`src/design/uart_consts.svh`:
```
`ifndef UART_CONSTS_SVH
`define UART_CONSTS_SVH

// frame format shared by tx and rx

// data bits per frame, sent lsb first
`define UART_DATA_WIDTH 8

// clocks per bit period
`define UART_CLKS_PER_BIT 8

// 1 adds a parity bit between data and stop
`define UART_PARITY_EN 1

// 0 = even parity, 1 = odd parity
`define UART_PARITY_ODD 0

// rx input synchronizer depth
`define UART_SYNC_STAGES 3

// start + data + parity + stop, 11 with the defaults
`define UART_FRAME_BITS (1 + `UART_DATA_WIDTH + `UART_PARITY_EN + 1)

`endif

```
`src/design/uart_pkg.sv`:
```
`include "uart_consts.svh"

package uart_pkg;

	// one data word
	typedef logic [`UART_DATA_WIDTH-1:0] uart_data_t;

	// counts clocks inside one bit period
	typedef logic [$clog2(`UART_CLKS_PER_BIT)-1:0] baud_cnt_t;

	// transmitter, one state per frame field
	typedef enum logic [2:0] {
		TX_IDLE,
		TX_START,
		TX_DATA,
		TX_PARITY,
		TX_STOP
	} tx_state_e;

	// receiver, same field order as the line
	typedef enum logic [2:0] {
		RX_IDLE,
		RX_START,
		RX_DATA,
		RX_PARITY,
		RX_STOP
	} rx_state_e;

	// what the host gets at the end of a frame
	typedef struct packed {
		uart_data_t data;
		logic       parity_err; // received parity bit disagrees with data
		logic       frame_err;  // stop bit sampled low
	} rx_result_t;

endpackage

```
`src/design/uart_baud_gen.sv`:
```
`timescale 1ns/10ps
`include "uart_consts.svh"

module uart_baud_gen import uart_pkg::*; (
	input  logic clk,
	input  logic reset,
	input  logic i_run,  // high for the whole tx frame
	output logic o_tick  // last clock of each bit period
);

	localparam baud_cnt_t CNT_LAST = baud_cnt_t'(`UART_CLKS_PER_BIT - 1);

	baud_cnt_t cnt_q;

	// held at zero between frames so the first bit is always full length
	always_ff @(posedge clk) begin
		if (reset || !i_run) begin
			cnt_q <= '0;
		end else if (cnt_q == CNT_LAST) begin
			cnt_q <= '0; // wrap at terminal count
		end else begin
			cnt_q <= cnt_q + 1'b1;
		end
	end

	assign o_tick = i_run && (cnt_q == CNT_LAST);

	// a tick always closes a full period of run, never a partial one
	a_tick_full_period: assert property (
		@(posedge clk) disable iff (reset)
		o_tick |-> i_run && $past(i_run, `UART_CLKS_PER_BIT - 1)
	);

endmodule

```
`src/design/uart_tx.sv`:
```
`timescale 1ns/10ps
`include "uart_consts.svh"

module uart_tx import uart_pkg::*; (
	input  logic       clk,
	input  logic       reset,
	input  logic       i_enable, // host request, ignored while busy
	input  uart_data_t i_data,   // captured on accept
	input  logic       i_tick,   // end of current bit
	output logic       o_run,    // keeps the baud counter going
	output logic       o_busy,
	output logic       o_serial
);

	localparam int FRAME = `UART_FRAME_BITS;
	localparam int DW    = `UART_DATA_WIDTH;
	localparam logic [$clog2(DW)-1:0] LAST_BIT = ($clog2(DW))'(DW - 1);

	tx_state_e             state_q;
	logic [FRAME-1:0]      shift_q;    // stop, parity, data, start with start at bit 0
	logic [FRAME-1:0]      frame_load; // frame built from i_data
	logic [$clog2(DW)-1:0] bit_cnt_q;  // data bit index
	logic                  busy_q;
	logic                  accept;

	assign accept = i_enable && !busy_q;

	// start bit 0, data lsb first, parity, stop bit 1
	always_comb begin
		frame_load          = '1;
		frame_load[0]       = 1'b0;
		frame_load[DW:1]    = i_data;
		if (`UART_PARITY_EN != 0) begin
			frame_load[DW+1] = (^i_data) ^ 1'(`UART_PARITY_ODD); // xor of data, flipped for odd
		end
	end

	always_ff @(posedge clk) begin
		if (reset) begin
			state_q   <= TX_IDLE;
			busy_q    <= 1'b0;
			shift_q   <= '1; // line idles high
			bit_cnt_q <= '0;
		end else begin
			if (state_q != TX_IDLE && i_tick) begin
				shift_q <= {1'b1, shift_q[FRAME-1:1]}; // ones fill behind the stop bit
			end
			case (state_q)
				TX_IDLE: begin
					if (accept) begin
						state_q <= TX_START;
						busy_q  <= 1'b1;
						shift_q <= frame_load; // start bit on the line next cycle
					end
				end
				TX_START: begin
					if (i_tick) begin
						state_q   <= TX_DATA;
						bit_cnt_q <= '0;
					end
				end
				TX_DATA: begin
					if (i_tick) begin
						bit_cnt_q <= bit_cnt_q + 1'b1;
						if (bit_cnt_q == LAST_BIT) begin
							state_q <= (`UART_PARITY_EN != 0) ? TX_PARITY : TX_STOP;
						end
					end
				end
				TX_PARITY: begin
					if (i_tick) state_q <= TX_STOP;
				end
				TX_STOP: begin
					if (i_tick) begin
						state_q <= TX_IDLE; // next accept possible right away
						busy_q  <= 1'b0;
					end
				end
				default: state_q <= TX_IDLE;
			endcase
		end
	end

	assign o_run    = (state_q != TX_IDLE);
	assign o_busy   = busy_q;
	assign o_serial = shift_q[0];

	// line must be back at the idle level whenever the host sees not busy
	a_idle_high: assert property (@(posedge clk) disable iff (reset) !o_busy |-> o_serial);

	// busy flop and baud run from the fsm must never drift apart
	a_busy_run: assert property (@(posedge clk) disable iff (reset) o_busy == o_run);

endmodule

```
`src/design/uart_rx.sv`:
```
`timescale 1ns/10ps
`include "uart_consts.svh"

module uart_rx import uart_pkg::*; (
	input  logic       clk,
	input  logic       reset,
	input  logic       i_serial, // asynchronous line
	output logic       o_valid,  // one cycle at the stop-bit sample
	output rx_result_t o_result  // held until the next frame ends
);

	localparam int DW   = `UART_DATA_WIDTH;
	localparam int SYNC = `UART_SYNC_STAGES;
	localparam logic [$clog2(DW)-1:0] LAST_BIT = ($clog2(DW))'(DW - 1);

	localparam baud_cnt_t FULL_LAST = baud_cnt_t'(`UART_CLKS_PER_BIT - 1);
	localparam baud_cnt_t HALF_LAST = baud_cnt_t'(`UART_CLKS_PER_BIT / 2 - 1);

	logic [SYNC-1:0]       sync_q;      // bit 0 sees the raw line
	logic                  line;        // synchronized line
	logic                  line_prev_q; // for falling edge detect
	rx_state_e             state_q;
	baud_cnt_t             cnt_q;       // aligned to bit middles
	logic [$clog2(DW)-1:0] bit_cnt_q;
	uart_data_t            data_q;      // shifts in from the top
	logic                  par_bit_q;   // parity bit as received
	logic                  sample;      // middle of the current bit
	logic                  valid_q;
	rx_result_t            result_q;

	// preset high so leaving reset does not look like a start bit
	always_ff @(posedge clk) begin
		if (reset) begin
			sync_q      <= '1;
			line_prev_q <= 1'b1;
		end else begin
			sync_q      <= {sync_q[SYNC-2:0], i_serial};
			line_prev_q <= line;
		end
	end

	assign line = sync_q[SYNC-1];

	// start waits half a bit, every later field a full bit
	assign sample = (state_q == RX_START) ? (cnt_q == HALF_LAST) : (cnt_q == FULL_LAST);

	always_ff @(posedge clk) begin
		if (reset) begin
			state_q             <= RX_IDLE;
			cnt_q               <= '0;
			bit_cnt_q           <= '0;
			valid_q             <= 1'b0;
			result_q.parity_err <= 1'b0;
			result_q.frame_err  <= 1'b0;
		end else begin
			valid_q <= 1'b0; // pulse only
			cnt_q   <= sample ? '0 : cnt_q + 1'b1;
			case (state_q)
				RX_IDLE: begin
					cnt_q <= '0;
					if (line_prev_q && !line) begin
						state_q <= RX_START; // falling edge, maybe a start bit
					end
				end
				RX_START: begin
					if (sample) begin
						bit_cnt_q <= '0;
						// still low at mid start, else it was a glitch
						state_q   <= line ? RX_IDLE : RX_DATA;
					end
				end
				RX_DATA: begin
					if (sample) begin
						data_q    <= {line, data_q[DW-1:1]}; // lsb arrives first
						bit_cnt_q <= bit_cnt_q + 1'b1;
						if (bit_cnt_q == LAST_BIT) begin
							state_q <= (`UART_PARITY_EN != 0) ? RX_PARITY : RX_STOP;
						end
					end
				end
				RX_PARITY: begin
					if (sample) begin
						par_bit_q <= line;
						state_q   <= RX_STOP;
					end
				end
				RX_STOP: begin
					if (sample) begin
						state_q       <= RX_IDLE; // second half of stop is high, next edge is seen
						valid_q       <= 1'b1;
						result_q.data <= data_q;
						result_q.parity_err <= (`UART_PARITY_EN != 0) &&
							(par_bit_q != ((^data_q) ^ 1'(`UART_PARITY_ODD)));
						result_q.frame_err  <= !line; // stop bit must be 1
					end
				end
				default: state_q <= RX_IDLE;
			endcase
		end
	end

	assign o_valid  = valid_q;
	assign o_result = result_q;

	// a full frame separates two results
	a_valid_pulse: assert property (@(posedge clk) disable iff (reset) o_valid |=> !o_valid);

endmodule

```
`src/design/uart_core.sv`:
```
`timescale 1ns/10ps

module uart_core import uart_pkg::*; (
	input  logic       clk,
	input  logic       reset,
	// transmit host side
	input  logic       i_tx_enable,
	input  uart_data_t i_tx_data,
	output logic       o_tx_busy,
	output logic       o_serial_out,
	// receive side, wired to o_serial_out outside for loopback
	input  logic       i_serial_in,
	output logic       o_rx_valid,
	output rx_result_t o_rx_result
);

	logic bit_run;  // tx frame in progress
	logic bit_tick; // end of a tx bit

	// bit timing for the transmitter only, rx keeps its own counter
	uart_baud_gen baud_gen_i (
		.clk    (clk),
		.reset  (reset),
		.i_run  (bit_run),
		.o_tick (bit_tick)
	);

	uart_tx tx_i (
		.clk      (clk),
		.reset    (reset),
		.i_enable (i_tx_enable),
		.i_data   (i_tx_data),
		.i_tick   (bit_tick),
		.o_run    (bit_run),
		.o_busy   (o_tx_busy),
		.o_serial (o_serial_out)
	);

	uart_rx rx_i (
		.clk      (clk),
		.reset    (reset),
		.i_serial (i_serial_in),
		.o_valid  (o_rx_valid),
		.o_result (o_rx_result)
	);

endmodule

```
`config.mk`:
```
export PLATFORM = sky130hd
export DESIGN_NAME = uart_core
export DESIGN_NICKNAME = d
export VERILOG_FILES = /design/src/design/uart_pkg.sv /design/src/design/uart_baud_gen.sv /design/src/design/uart_tx.sv /design/src/design/uart_rx.sv /design/src/design/uart_core.sv
export VERILOG_INCLUDE_DIRS = /design/src /design/src/design
export SDC_FILE = /design/constraint.sdc
export NUM_CORES = 1
export LEC_CHECK = 0
export BUFFER_PORTS_ARGS = -buffer_cell sky130_fd_sc_hd__buf_4
export CAP_MARGIN = 20
export CELL_PAD_IN_SITES_DETAIL_PLACEMENT = 1
export CELL_PAD_IN_SITES_GLOBAL_PLACEMENT = 1
export CORE_MARGIN = 2
export CORE_UTILIZATION = 40
export CTS_BUF_LIST = sky130_fd_sc_hd__clkbuf_2 sky130_fd_sc_hd__clkbuf_4 sky130_fd_sc_hd__clkbuf_8
export CTS_CLUSTER_SIZE = 8
export DETAILED_ROUTE_END_ITERATION = 6
export PLACE_DENSITY_LB_ADDON = 0.1
export SYNTH_ARGS = -nofsm -noshare
export SYNTH_HDL_FRONTEND = slang
export SYNTH_SLANG_ARGS = --single-unit
export TNS_END_PERCENT = 50
```
`constraint.sdc`:
```
create_clock -name clk -period 2.4 [get_ports clk]
set_input_delay 0.36 -clock clk [delete_from_list [all_inputs] [get_ports clk]]
set_output_delay 0.36 -clock clk [all_outputs]
set_load 0.01 [all_outputs]
```
Word-level counts from Yosys, hierarchy flattened
Index checks and enable logic that the tools add are counted.
{"block": "op_classes", "n_addsub": 4, "n_mux": 27, "n_eq_ne": 26, "reduce_logical": 28, "n_bitwise": 2}
{"cell": "two-way mux 3 bit", "count": 14}
{"cell": "two-way mux 11 bit", "count": 3}
{"cell": "case mux 3 bit (5 select lines)", "count": 2}
{"cell": "inequality test 2 x 1 -> 1 bit (second input constant)", "count": 12}
{"cell": "== test 3 bit (second input constant)", "count": 6}
{"cell": "AND reduction 3 bit", "count": 6}
{"cell": "XOR reduction 8 bit", "count": 2}
{"cell": "== test 3 x 2 -> 1 bit (second input constant)", "count": 5}
{"cell": "adder 3 x 1 -> 3 bit (second input constant)", "count": 4}
{"cell": "case mux 3 bit (2 select lines)", "count": 2}
{"cell": "AND reduction 6 bit", "count": 2}
{"cell": "== test 3 x 1 -> 1 bit (second input constant)", "count": 2}
{"cell": "zero test 3 bit", "count": 2}
{"cell": "nonzero test 2 bit", "count": 3}
{"cell": "logical AND 1 bit", "count": 4}
{"cell": "two-way mux 1 bit", "count": 4}
{"cell": "OR reduction 2 bit", "count": 2}
{"cell": "zero test 1 bit", "count": 3}
{"cell": "nonzero test 3 bit", "count": 1}
{"cell": "OR reduction 3 bit", "count": 1}
{"cell": "two-way mux 2 bit", "count": 1}
{"cell": "inverter 1 bit", "count": 2}
{"cell": "case mux 1 bit (2 select lines)", "count": 1}
{"cell": "AND reduction 2 bit", "count": 1}
{"cell": "other kinds (2)", "count": 2}
{"block": "word_totals", "output_inout_bits": 13, "elab_cells": 103, "input_bits": 12, "reg_bits": 54}

Logic depth before layout (Yosys ltp)
Gate-level depths: netlist of the first run.
{"block": "logic_depth", "depth_word": 6, "ltp_mapped": 8, "mapped_depth_nobuf": 7}

Modules after synthesis
Synthesis of the first run repeated with hierarchy kept, for this count alone.
{"block": "unflattened", "cells_unflattened": 210, "hier_area_um2": 2309.7}
{"module": "uart_rx", "area_each_um2": 1313.8, "cells_per_inst": 100, "instances": 1, "seq_area_each_um2": 830.8}
{"module": "uart_tx", "area_each_um2": 864.6, "cells_per_inst": 101, "instances": 1, "seq_area_each_um2": 360.3}
{"module": "uart_baud_gen", "area_each_um2": 131.4, "cells_per_inst": 9, "instances": 1, "seq_area_each_um2": 60.1}

Worst setup path before layout of the first run
Ideal clock, no wire load.
{"block": "synth_timing", "path_kind": "flip-flop to flip-flop", "start": "reg rx_i.cnt_q[0]", "end": "reg rx_i.result_q, in the netlist rx_i.o_result[2] (enable)", "period_less_slack_ns": 1.771, "required_ns": 2.027, "path_stages_with_launch": 5, "setup_time_ns": 0.373, "t_arrival_ns": 1.398, "path_buffers": 0, "slack_ns": 0.629, "cell_sequence": "dfxtp_1 ha_1 nand2_1 nor4_4 nor2b_1"}
{"block": "synth_via", "elab_chain_len": 3, "elab_cells_between_ends": 4, "classes_between": "2 x eq/ne; 1 x mux; 1 x reduce/logical"}
{"item": "start, declared", "line": "uart_rx.sv:23", "source": "baud_cnt_t cnt_q;"}
{"item": "start signal, assigned", "line": "uart_rx.sv:57", "source": "cnt_q <= sample ? '0 : cnt_q + 1'b1;"}
{"item": "== test 3 bit or == test 3 x 2 -> 1 bit (tied branches)", "line": "uart_rx.sv:45", "source": "assign sample = (state_q == RX_START) ? (cnt_q == HALF_LAST) : (cnt_q == FULL_LAST);"}
{"item": "two-way mux 1 bit (*)", "line": "uart_rx.sv:45"}
{"item": "AND reduction 3 bit (no line) (*)"}
{"item": "end, declared", "line": "uart_rx.sv:29", "source": "rx_result_t result_q;"}
Every way passes the cells marked *; elsewhere a longest branch is shown, timed or not.
A chain may end at the register's enable or synchronous reset.

Final worst setup path of the first run
{"block": "layout_timing", "start": "reg baud_gen_i.cnt_q[0]", "end": "reg tx_i.shift_q[9]"}
{"block": "layout_via", "elab_chain_len": 6}
{"item": "start, declared", "line": "uart_baud_gen.sv:13", "source": "baud_cnt_t cnt_q;"}
{"item": "start signal, assigned", "line": "uart_baud_gen.sv:22", "source": "cnt_q <= cnt_q + 1'b1;"}
{"item": "== test 3 bit (*)", "line": "uart_baud_gen.sv:26", "source": "assign o_tick = i_run && (cnt_q == CNT_LAST);"}
{"item": "logical AND 1 bit (*)", "line": "uart_baud_gen.sv:26"}
{"item": "logical AND 1 bit (*)", "line": "uart_tx.sv:45", "source": "if (state_q != TX_IDLE && i_tick) begin"}
{"item": "two-way mux 11 bit (*)", "line": "uart_tx.sv:45"}
{"item": "two-way mux 11 bit", "line": "uart_tx.sv:50", "source": "if (accept) begin"}
{"item": "two-way mux 11 bit (*)", "line": "uart_tx.sv:48", "source": "case (state_q)"}
{"item": "end signal, assigned", "line": "uart_tx.sv:46", "source": "shift_q <= {1'b1, shift_q[FRAME-1:1]};"}
{"item": "end signal, assigned", "line": "uart_tx.sv:53", "source": "shift_q <= frame_load;"}
{"item": "end, declared", "line": "uart_tx.sv:20", "source": "logic [FRAME-1:0] shift_q;"}
Marks and branches as above.

==> summary.md, run 1 <==
| Metric | Value |
|---|---|
| Total number of vias | roughly 1,600 |
| PD cells | about 650 nW/um^2 |
| Num CTS Buffers | 5 |
| Worst R2R Start | baud_gen_i.cnt_q[0] |
| Pre-antenna DRT Iters | 4 |
| Max Cap Violations | 0 |
| Worst-Margin Slew | between 0.6 and 0.7 ns |
| FFs w/ async S/R, synth | 0 |
| Worst EP arrival | between 2 and 2.5 ns |
| Chain of cells forming the critical path | ha_1, ha_1, nor2b_2, o21ai_0, a21o_1 |
| Initial detailed-routing violation count | a little over 60 |
| CP top delay family | simple AND/OR/NAND/NOR gates |
| Overall routing resource usage | 0.155 |
| Setup TNS | 0 ns |
| Antenna violations before repair | 0 |
| Synthesized instance count | about 210 |
| Reg2reg end | tx_i.shift_q[9] |
| Worst path bufs/invs | 0 |
| Hold Path Sink | rx_i.sync_q[0] |
| R2R Setup Slk | about 0.58 ns |
| Die W | 80.7 um |
| First-pass GRT wire length | between 7 and 8 mm |
| Routed WL | around 4.5 mm |
| Yosys Warn Count | 0 |
| Startpoint types | flop |
| Worst R2R Path Depth | 5 |
| Peak VDD IR | around 0.33 mV |
| Share of Yosys cell area claimed by the top area cell type | 0.315 |
| Core area | between 5000 and 6000 um^2 |
| Worst hold stages | 2 |
| Grt ovf | 0 |
| Crit end category | flop |
| Final Cycle Share | 0.757 |
| Final ANT Viol Nets | 0 |
| Worst-Skew Late Latency | just over 0.3 ns |
| Final setup viols | 0 |
| WL/cell | 14.6 um |
| Clock transition at the registers of the reported paths | 0.10 ns |
| Data required, critical path | around 2.6 ns |
| Yosys cell types | 45 |
| Antenna cells | 0 |
| Top FF cell, synth | dfxtp_1 |
| GP Congestion | between 0.7 and 0.8 |
| Count of pins over their slew limit | 0 |
| I/O pins | 25 |
| Die area | about 6500 um^2 |
| # H-tree levels | 2 |
| Final hold vios | 0 |
| DP HPWL | 3.22 mm |
| Avg Vias per Cell | roughly 5.1 |
| Vias in the first global route | between 1,500 and 2,000 |
| Synth top area cells | dfxtp_1 (32%), edfxtp_1 (22%), a221oi_2 (5.1%), xnor2_1 (4.1%), nand2_1 (4.0%) |
| Largest net degree at the start of global routing | 35 |
| Hold-fix buffers, CTS | 0 |
| Max incr delay on CP | between 0.5 and 0.6 ns |
| Worst rel slew slack | 0.595 |
| Post-synth top area cell | dfxtp_1 |
| Syn_area_per_cell | around 11 um^2 |
| FMAX | 550 MHz |
| Final #Nets | 252 |
| CTS root buf | clkbuf_8 |
| Rows | 27 |
| Setup bufs post-CTS | 0 |
| Share of layout cells above drive strength 1 | 0.218 |
| Most frequent CP cell | ha_1 |
| Register area share after synthesis | 0.532 |
| TritonCTS sink count | between 50 and 60 |
| Hold path start | i_serial_in |
| Die height | between 80 and 90 um |
| Port Buffers | 24 |
| Unrepaired setup endpoints after global routing | no |
| Syn_nets | between 200 and 250 |
| Mapped Area | between 2000 and 2500 um^2 |
| Min-delay worst type | input pin to flop |
| Status | finished clean |
| Fin crit period | 1.82 ns |
| Crit-path max FO | 10 |
| WS Path Type | flop to flop |
| Resized Gates After CTS | 0 |
| Post-synthesis register bit count | between 50 and 60 |
| Initial Util | 0.419 |
| Inst Count DP | 298 |
| Clk_skew | about 0.0047 ns |
| CP max stage cell | nor2b_2 |
| CTS tree | done |
| Post-synth EDFFs | 17 |
| Non-Filler Instances | slightly above 300 |
| Leak Pwr | ~0.0011 uW |
| Area Overhead vs Synth | 13.9% |
| DRC Markers | 0 |
| CTS max path bufs | 2 |
-- sequential cells by signal (all words and copies together), names as in the netlist --
signal	flops
baud_gen_i.cnt_q	3
tx_i.shift_q	11
rx_i.line_prev_q	1
rx_i.cnt_q	3
rx_i.sync_q	3
rx_i.par_bit_q	1
tx_i.bit_cnt_q	3
rx_i.state_q	3
rx_i.bit_cnt_q	3
rx_i.o_result	10
tx_i.o_busy	1
rx_i.o_valid	1
tx_i.state_q	3
rx_i.data_q	8
-- power breakdown --
part	switching [uW]	internal, uW	total [uW]	leakage (uW)
clock network	310	319	628	0.0000591
registers	21.1	959	980	0.000454
logic	62.0	59.8	122	0.000539
-- layer usage --
layer,GRT usage,wire length (um),vias to the layer above
met1,0.188,1990,751
met3,0.0315,173,9
met5,0,0,-
met4,0.0661,82,0
met2,0.265,2220,29
li1,-,-,779
-- placed cells by master (no fill, tap or decap), drive strengths merged, types with 4 or more instances in the layout --
master  count
dfxtp      37
buf        26
nand2      25
nor2       21
edfxtp     17
xnor2      12
a21oi      11
a221oi      9
nand2b      7
ha          7
nand3       5
clkbuf      5
nor2b       5
o21ai       4
nor3        4
or2         4
inv         4
-- final cells by class --
type	instances	area (um^2)
Clock buffer	5	68.8
Fill cell	623	2930
Sequential cell	54	1250
Inverter	2	7.51
Clock inverter	3	47.5
Timing Repair Buffer	26	195
Tap cell	72	90.1
Multi-Input combinational cell	144	1020
-- synth_stat cells, types with 4 or more instances --
cell type	instances
nor2b_1	4
dfxtp_1	37
xnor2_1	11
nand2_1	25
buf_2	5
a221oi_2	8
nor2_1	20
clkbuf_1	4
a21oi_1	11
o21ai_0	4
ha_1	7
nand2b_1	7
nand3_1	5
edfxtp_1	17
-- worst max path at each step --
stage,from,end,cells after the start
final,baud_gen_i.cnt_q[0],tx_i.shift_q[9],5
after global routing,rx_i.state_q[1],rx_i.data_q[1],3
after CTS,baud_gen_i.cnt_q[0],tx_i.shift_q[9],5
after detailed placement,rx_i.cnt_q[0],rx_i.data_q[0],4
after global placement,reset,rx_i.data_q[5],4
after floorplan,rx_i.cnt_q[0],rx_i.o_result[2],4
-- cell families (layout without fill, tap and decap cells) --
logic type               Yosys count  after routing  share of synthesized area
AO/OA/AOI/OAI                     34             34                      0.121
XOR/XNOR                          16             16                     0.0687
adder cells (fa/ha/maj)            7              7                     0.0373
buffers and inverters             14             36                     0.0346
flip-flops                        54             54                      0.532
multiplexers                       3              3                     0.0128
AND/OR/NAND/NOR                   84             84                      0.193
-- through the flow --
| stage | total power [uW] | cell area (um^2) | hold slack (ns) | util | setup slack, ns |
|---|---|---|---|---|---|
| after floorplan | 1090 | 2350 | 0.383 | - | 0.629 |
| after global placement | 1120 | 2560 | 0.386 | 0.457 | 0.690 |
| after detailed placement | 1120 | 2560 | 0.397 | 0.457 | 0.577 |
| after CTS | 1750 | 2680 | 0.223 | 0.478 | 0.562 |
| after global routing | 1810 | 2680 | 0.227 | 0.478 | 0.456 |
| final | 1730 | 2680 | 0.230 | 0.478 | 0.583 |
-- worst reg2reg max path, stage by stage (launching register included) --
cell and delay [ns]:
dfxtp_1 0.35, ha_1 0.15, ha_1 0.32, nor2b_2 0.55, o21ai_0 0.15, a21o_1 0.20
Power figures use the tool's default switching activity.
==> run 2: changes to the inputs <==
==> constraint.sdc (replaced) <==
create_clock -name clk -period 1.7 [get_ports clk]
set_input_delay 0.255 -clock clk [delete_from_list [all_inputs] [get_ports clk]]
set_output_delay 0.255 -clock clk [all_outputs]
set_load 0.01 [all_outputs]
==> run 2 against run 1 <==
Combinational power rose by 51%. Sequential cell count did not move. Die area did not move. Non-clock buffer count rose by 9. Clock skew rose by 0.00096 ns. Design area rose by 2.3%. Final cell count rose by 2.9%. First-iteration DRC count fell by 29%. Largest power group unchanged.
==> summary.md, run 2 (synthesized netlist as in run 1, its figures left out) <==
| Metric | Value |
|---|---|
| # H-tree levels | 2 |
| Final hold vios | 0 |
| Worst EP arrival | ~1.8 ns |
| Startpoint types | flop |
| Worst rel slew slack | 0.732 |
| TritonCTS sink count | between 50 and 60 |
| Vias in the first global route | approximately 1,700 |
| Die area | about 6500 um^2 |
| Core area | ~5600 um^2 |
| GP Congestion | 0.802 |
| Post-route cell area | approximately 2700 um^2 |
| WS Path Type | flop to flop |
| Share of layout cells above drive strength 1 | 0.259 |
| Rows | 27 |
| Final ANT Viol Nets | 0 |
| Grt ovf | 0 |
| Die height | around 81 um |
| Die W | about 81 um |
| Num CTS Buffers | 5 |
| Fin crit period | 1.55 ns |
| I/O pins | 25 |
| Crit-path max FO | 3 |
| Antenna violations before repair | 0 |
| Reg2reg end | rx_i.o_result[1] |
| CTS tree | done |
| WL met1 | 2.06 mm |
| R2R Setup Slk | roughly 0.15 ns |
| Met2 wire length | 2.35 mm |
| Peak VDD IR | about 0.42 mV |
| Unrepaired setup endpoints after global routing | no |
| Clk_skew | roughly 0.0057 ns |
| Hold-fix buffers, CTS | 0 |
| Routed WL | between 4 and 5 mm |
| Final Cycle Share | 0.914 |
| Max Cap Violations | 0 |
| Cell Area, Placed | roughly 2600 um^2 |
| Status | finished clean |
| CTS root buf | clkbuf_8 |
| First-pass GRT wire length | slightly below 8 mm |
| Max FFs per register | 11 |
| Worst-Skew Late Latency | 0.30 ns |
| DRC Markers | 0 |
| Worst R2R Path Depth | 5 |
| Antenna cells | 0 |
| Port Buffers | 24 |
| Worst-Margin Slew | 0.401 ns |
| Pre-antenna DRT Iters | 4 |
| Most frequent cells in the layout | dfxtp_1 (37), buf_4 (35), nand2_1 (25) |
| CTS max path bufs | 2 |
| Overall routing resource usage | 0.161 |
| Count of pins over their slew limit | 0 |
| Critical Path Sink | rx_i.o_result[1] |
| Setup TNS | 0 ns |
| Final #Nets | roughly 260 |
| DP HPWL | between 3 and 4 mm |
| Area Overhead vs Synth | 16.6% |
| Largest net degree at the start of global routing | 32 |
| Leak Pwr | 0.00108 uW |
| WL/cell | 14.7 um |
| Crit end category | flop |
| Total number of vias | roughly 1,600 |
| Most flops, register | tx_i.shift_q |
| Worst R2R Start | rx_i.data_q[2] |
| Data required, critical path | 1.89 ns |
| Avg Vias per Cell | slightly above 5 |
| Top sig layer | met4 |
| Min-delay worst type | input pin to flop |
| Final setup viols | 0 |
| Commonest non-fill, non-tap cell in the layout | dfxtp_1 |
| Total power draw | around 2300 uW |
| Met3 wire length | 167 um |
| Initial Util | 0.419 |
| FMAX | about 640 MHz |
| Initial detailed-routing violation count | 44 |
| CP startpoint | rx_i.data_q[2] |
| PD cells | 833 nW/um^2 |
| Clock transition at the registers of the reported paths | ~0.1 ns |
## run 2: cell type report
type,count,area (um^2)
flip-flops and latches,54,1250
repair buffers,35,263
inverters,2,7.51
fillers,635,2870
clock inverters,3,23.8
multi-input cells,144,1040
clock buffers,5,68.8
well taps,72,90.1
## run 2: power by group
part,switching [uW],internal [uW]
Combinational,96.3,87.2
Clock,421,295
Sequential,28.7,1350
Total,546,1740
## run 2: per-layer routing
layer / vias up / global-route usage
li1: 797 / -
met1: 763 / 0.190
met2: 25 / 0.281
met3: 5 / 0.0427
met4: 0 / 0.0525
met5: - / 0
## run 2: worst min path at each step
stage | startpoint | endpoint | depth (start not counted)
after floorplan | i_serial_in | rx_i.sync_q[0] | 1
after global placement | rx_i.sync_q[1] | rx_i.sync_q[2] | 1
after detailed placement | rx_i.sync_q[0] | rx_i.sync_q[1] | 1
after CTS | i_serial_in | rx_i.sync_q[0] | 2
after global routing | i_serial_in | rx_i.sync_q[0] | 2
final | i_serial_in | rx_i.sync_q[0] | 2
## run 2: critical path, cell delays in order (launching register included)
cell and delay (ns):
edfxtp_1 0.46, xnor2_1 0.19, xnor3_1 0.44, xnor2_1 0.15, mux2i_1 0.15, nor2_1 0.05
## run 2: timing repair
action                                  CTS  global route
setup buffers                             0             0
hold endpoints to repair                  0             0
endpoints found under the setup margin    0            15
resized for setup                         0             4
## run 2: metrics by stage
step	hold slack, ns	utilization	setup WS (ns)	std cells
5_1_grt	0.110	0.489	0.0115	315
3_3_place_gp	0.387	0.469	0.161	307
2_1_floorplan	0.352	-	0.0769	212
3_5_place_dp	0.393	0.469	0.0794	307
6_report	0.123	0.489	0.146	315
4_1_cts	0.112	0.486	0.0509	315
==> run 3: changes to the inputs <==
--- a/config.mk
+++ b/config.mk
@@ -15,8 +15,9 @@
 export CTS_BUF_LIST = sky130_fd_sc_hd__clkbuf_2 sky130_fd_sc_hd__clkbuf_4 sky130_fd_sc_hd__clkbuf_8
 export CTS_CLUSTER_SIZE = 8
 export DETAILED_ROUTE_END_ITERATION = 6
-export PLACE_DENSITY_LB_ADDON = 0.1
+export PLACE_DENSITY = 0.8
 export SYNTH_ARGS = -nofsm -noshare
 export SYNTH_HDL_FRONTEND = slang
+export SYNTH_HIERARCHICAL = 1
 export SYNTH_SLANG_ARGS = --single-unit
 export TNS_END_PERCENT = 50
==> run 3 against run 2 <==
Clock skew rose by 0.00096 ns. Worst setup slack got worse by 0.099 ns. Clock-buffer cell count did not move. Non-clock buffer count fell by 1. Critical endpoint is now tx_i/shift_q[5]. Sequential share of layout area fell by 0.51 points. Combinational power barely moved. Clock power rose by 38%. Maximum frequency fell by 6.0%. Die area fell by 1.7%. Synthesized cell count fell by 0.94%. Highest routed layer unchanged. Critical path type unchanged.
==> summary.md, run 3 <==
| Metric | Value |
|---|---|
| Count of pins over their slew limit | 0 |
| TritonCTS sink count | 54 |
| Worst-Skew Late Latency | roughly 0.31 ns |
| Final hold vios | 0 |
| WS Path Type | flop to flop |
| PD cells | ~900 nW/um^2 |
| Synth top area cells | dfxtp_1 (32%), edfxtp_1 (22%), nand2_1 (4.4%), ha_1 (3.8%), a221oi_1 (3.4%) |
| Filler Cell Count | about 630 |
| Grt ovf | 0 |
| Port Buffers | 24 |
| Fin crit period | ~1.7 ns |
| Initial detailed-routing violation count | 62 |
| Worst rel slew slack | 0.712 |
| Pre-antenna DRT Iters | 4 |
| Rows | 27 |
| Worst-Margin Slew | ~0.43 ns |
| CTS max path bufs | 2 |
| Total number of vias | about 1,700 |
| DRC Markers | 0 |
| GP Congestion | 0.732 |
| Max incr delay on CP | 0.34 ns |
| Top FF cell, synth | dfxtp_1 |
| Max FFs per register | 11 |
| Final #Nets | 262 |
| Final setup viols | 0 |
| Final ANT Viol Nets | 0 |
| Largest net degree at the start of global routing | 23 |
| CP top delay family | simple AND/OR/NAND/NOR gates |
| Core area | 5540 um^2 |
| Unrepaired setup endpoints after global routing | yes |
| First-pass GRT wire length | approximately 7.4 mm |
| Worst path bufs/invs | 1 |
| Avg Vias per Cell | around 5.2 |
| Post-route cell area | roughly 2800 um^2 |
| CTS root buf | clkbuf_8 |
| Commonest non-fill, non-tap cell in the layout | dfxtp_1 |
| Final Worst Setup Slack | 0.0469 ns |
| Die area | approximately 6400 um^2 |
| Antenna violations before repair | 0 |
| FMAX | 605 MHz |
| Chain of cells forming the critical path | ha_1, ha_2, and2_4, and2_4, nor2_2, buf_4, nand2_1, nand2_1 |
| Post-synth top cells | dfxtp_1 (37), nand2_1 (27), nor2_1 (20) |
| # H-tree levels | 2 |
| Worst EP arrival | 1.91 ns |
| WL/cell | approximately 15 um |
| Total power draw | 2550 uW |
| Crit end category | flop |
| Post-synthesis register bit count | between 50 and 60 |
| Max Cap Violations | 0 |
| Data required, critical path | ~2.0 ns |
| Register area share after synthesis | 0.542 |
| Clock transition at the registers of the reported paths | ~0.090 ns |
| Yosys cell types | 47 |
| Most frequent cells in the layout | dfxtp_1 (36), buf_4 (34), nand2_1 (27) |
| Most flops, register | tx_i/shift_q |
| Overall routing resource usage | 0.151 |
| Hold WS | roughly 0.13 ns |
| Leak Pwr | roughly 0.0011 uW |
| Share of layout cells above drive strength 1 | 0.283 |
| Die W | 80.0 um |
| DP HPWL | around 3.1 mm |
| Antenna cells | 0 |
| Startpoint types | flop |
| Dpl ws | between 0.015 and 0.02 ns |
| Min-delay worst type | input pin to flop |
| Routed WL | roughly 4.7 mm |
| Clk_skew | between 0.006 and 0.007 ns |
| Cell Area, Placed | 2590 um^2 |
| Crit-path max FO | 7 |
| Final Cycle Share | 0.972 |
| Count leader, synth | dfxtp_1 |
| Synthesized instance count | 210 |
| Syn_area_per_cell | 11.0 um^2 |
| Syn_nets | about 230 |
| FFs w/ async S/R, synth | 0 |
| Area Overhead vs Synth | 20.1% |
| Post-synth EDFFs | 17 |
| CTS tree | done |
| Peak VDD IR | around 0.39 mV |
| Initial Util | 0.417 |
| I/O pins | 25 |
| Die height | 80.0 um |
| Post-synth top area cell | dfxtp_1 |
| CP max stage cell | dfxtp_2 |
| Mapped Area | approximately 2300 um^2 |
| Vias in the first global route | ~1,600 |
| Share of Yosys cell area claimed by the top area cell type | 0.321 |
| Status | finished clean |
| Num CTS Buffers | 5 |
| Yosys Warn Count | 6 |
-- run 3: cell count changes in the layout (fill, tap and decap cells not counted), moves of 3 or more --
cell	change
and2_4	+3
or2_2	+3
a221oi_2	-5
a221oi_1	+5
xnor2_1	-3
or2_1	-3
-- run 3: cells by family after synthesis --
kind of cell | after synthesis | synth area share
AND/OR/NAND/NOR | 89 | 0.216
XOR/XNOR | 14 | 0.0650
flip-flops | 54 | 0.542
AO/OA/AOI/OAI | 34 | 0.108
adder cells (fa/ha/maj) | 7 | 0.0379
buffers and inverters | 11 | 0.0271
multiplexers | 1 | 0.00433
-- run 3: timing repair --
action,in CTS,in global routing
resized for setup,1,7
gates cloned,0,1
buffers inserted,0,1
hold buffers,0,0
pin swaps,0,3
endpoints found under the hold margin,0,0
endpoints found under the setup margin,2,13
-- run 3: cell type report --
| type | instances | area [um^2] | area share |
|---|---|---|---|
| multi-input cells | 146 | 1040 | 0.373 |
| flip-flops and latches | 54 | 1250 | 0.452 |
| clock inverters | 3 | 63.8 | 0.0230 |
| inverters | 2 | 7.51 | 0.00271 |
| well taps | 72 | 90.1 | 0.0325 |
| clock buffers | 5 | 68.8 | 0.0248 |
| repair buffers | 34 | 255 | 0.0920 |
-- run 3: power by group --
part           internal (uW)  total, uW  switching, uW  leakage (uW)
Combinational           89.2        186           97.2      0.000573
Sequential              1350       1370           21.7      0.000455
Clock                    582        988            406     0.0000658
Total                   2020       2550            525       0.00109
-- run 3: metal layers --
metal  share of wire  GRT usage  wire (um)
met3           0.037     0.0385        175
met1            0.44      0.186       2100
met2            0.50      0.247       2340
met4           0.023     0.0712        111
met5               0          0          0
-- run 3: metrics by stage --
step	instances	setup TNS (ns)	util
4_1_cts	314	0	0.493
6_report	316	0	0.501
5_1_grt	316	-0.184	0.501
3_3_place_gp	306	0	0.468
3_5_place_dp	306	0	0.468
2_1_floorplan	210	0	-
-- run 3: path summary, 6_finish.rpt --
kind	slack (ns)	to	cells past startpoint	startpoint
setup / recovery	0.05	tx_i/shift_q[5]	8	baud_gen_i/cnt_q[0]
hold / removal	0.13	rx_i/sync_q[0]	2	i_serial_in
setup reg to reg	0.05	tx_i/shift_q[5]	8	baud_gen_i/cnt_q[0]
hold reg to reg	0.42	rx_i/sync_q[2]	1	rx_i/sync_q[1]
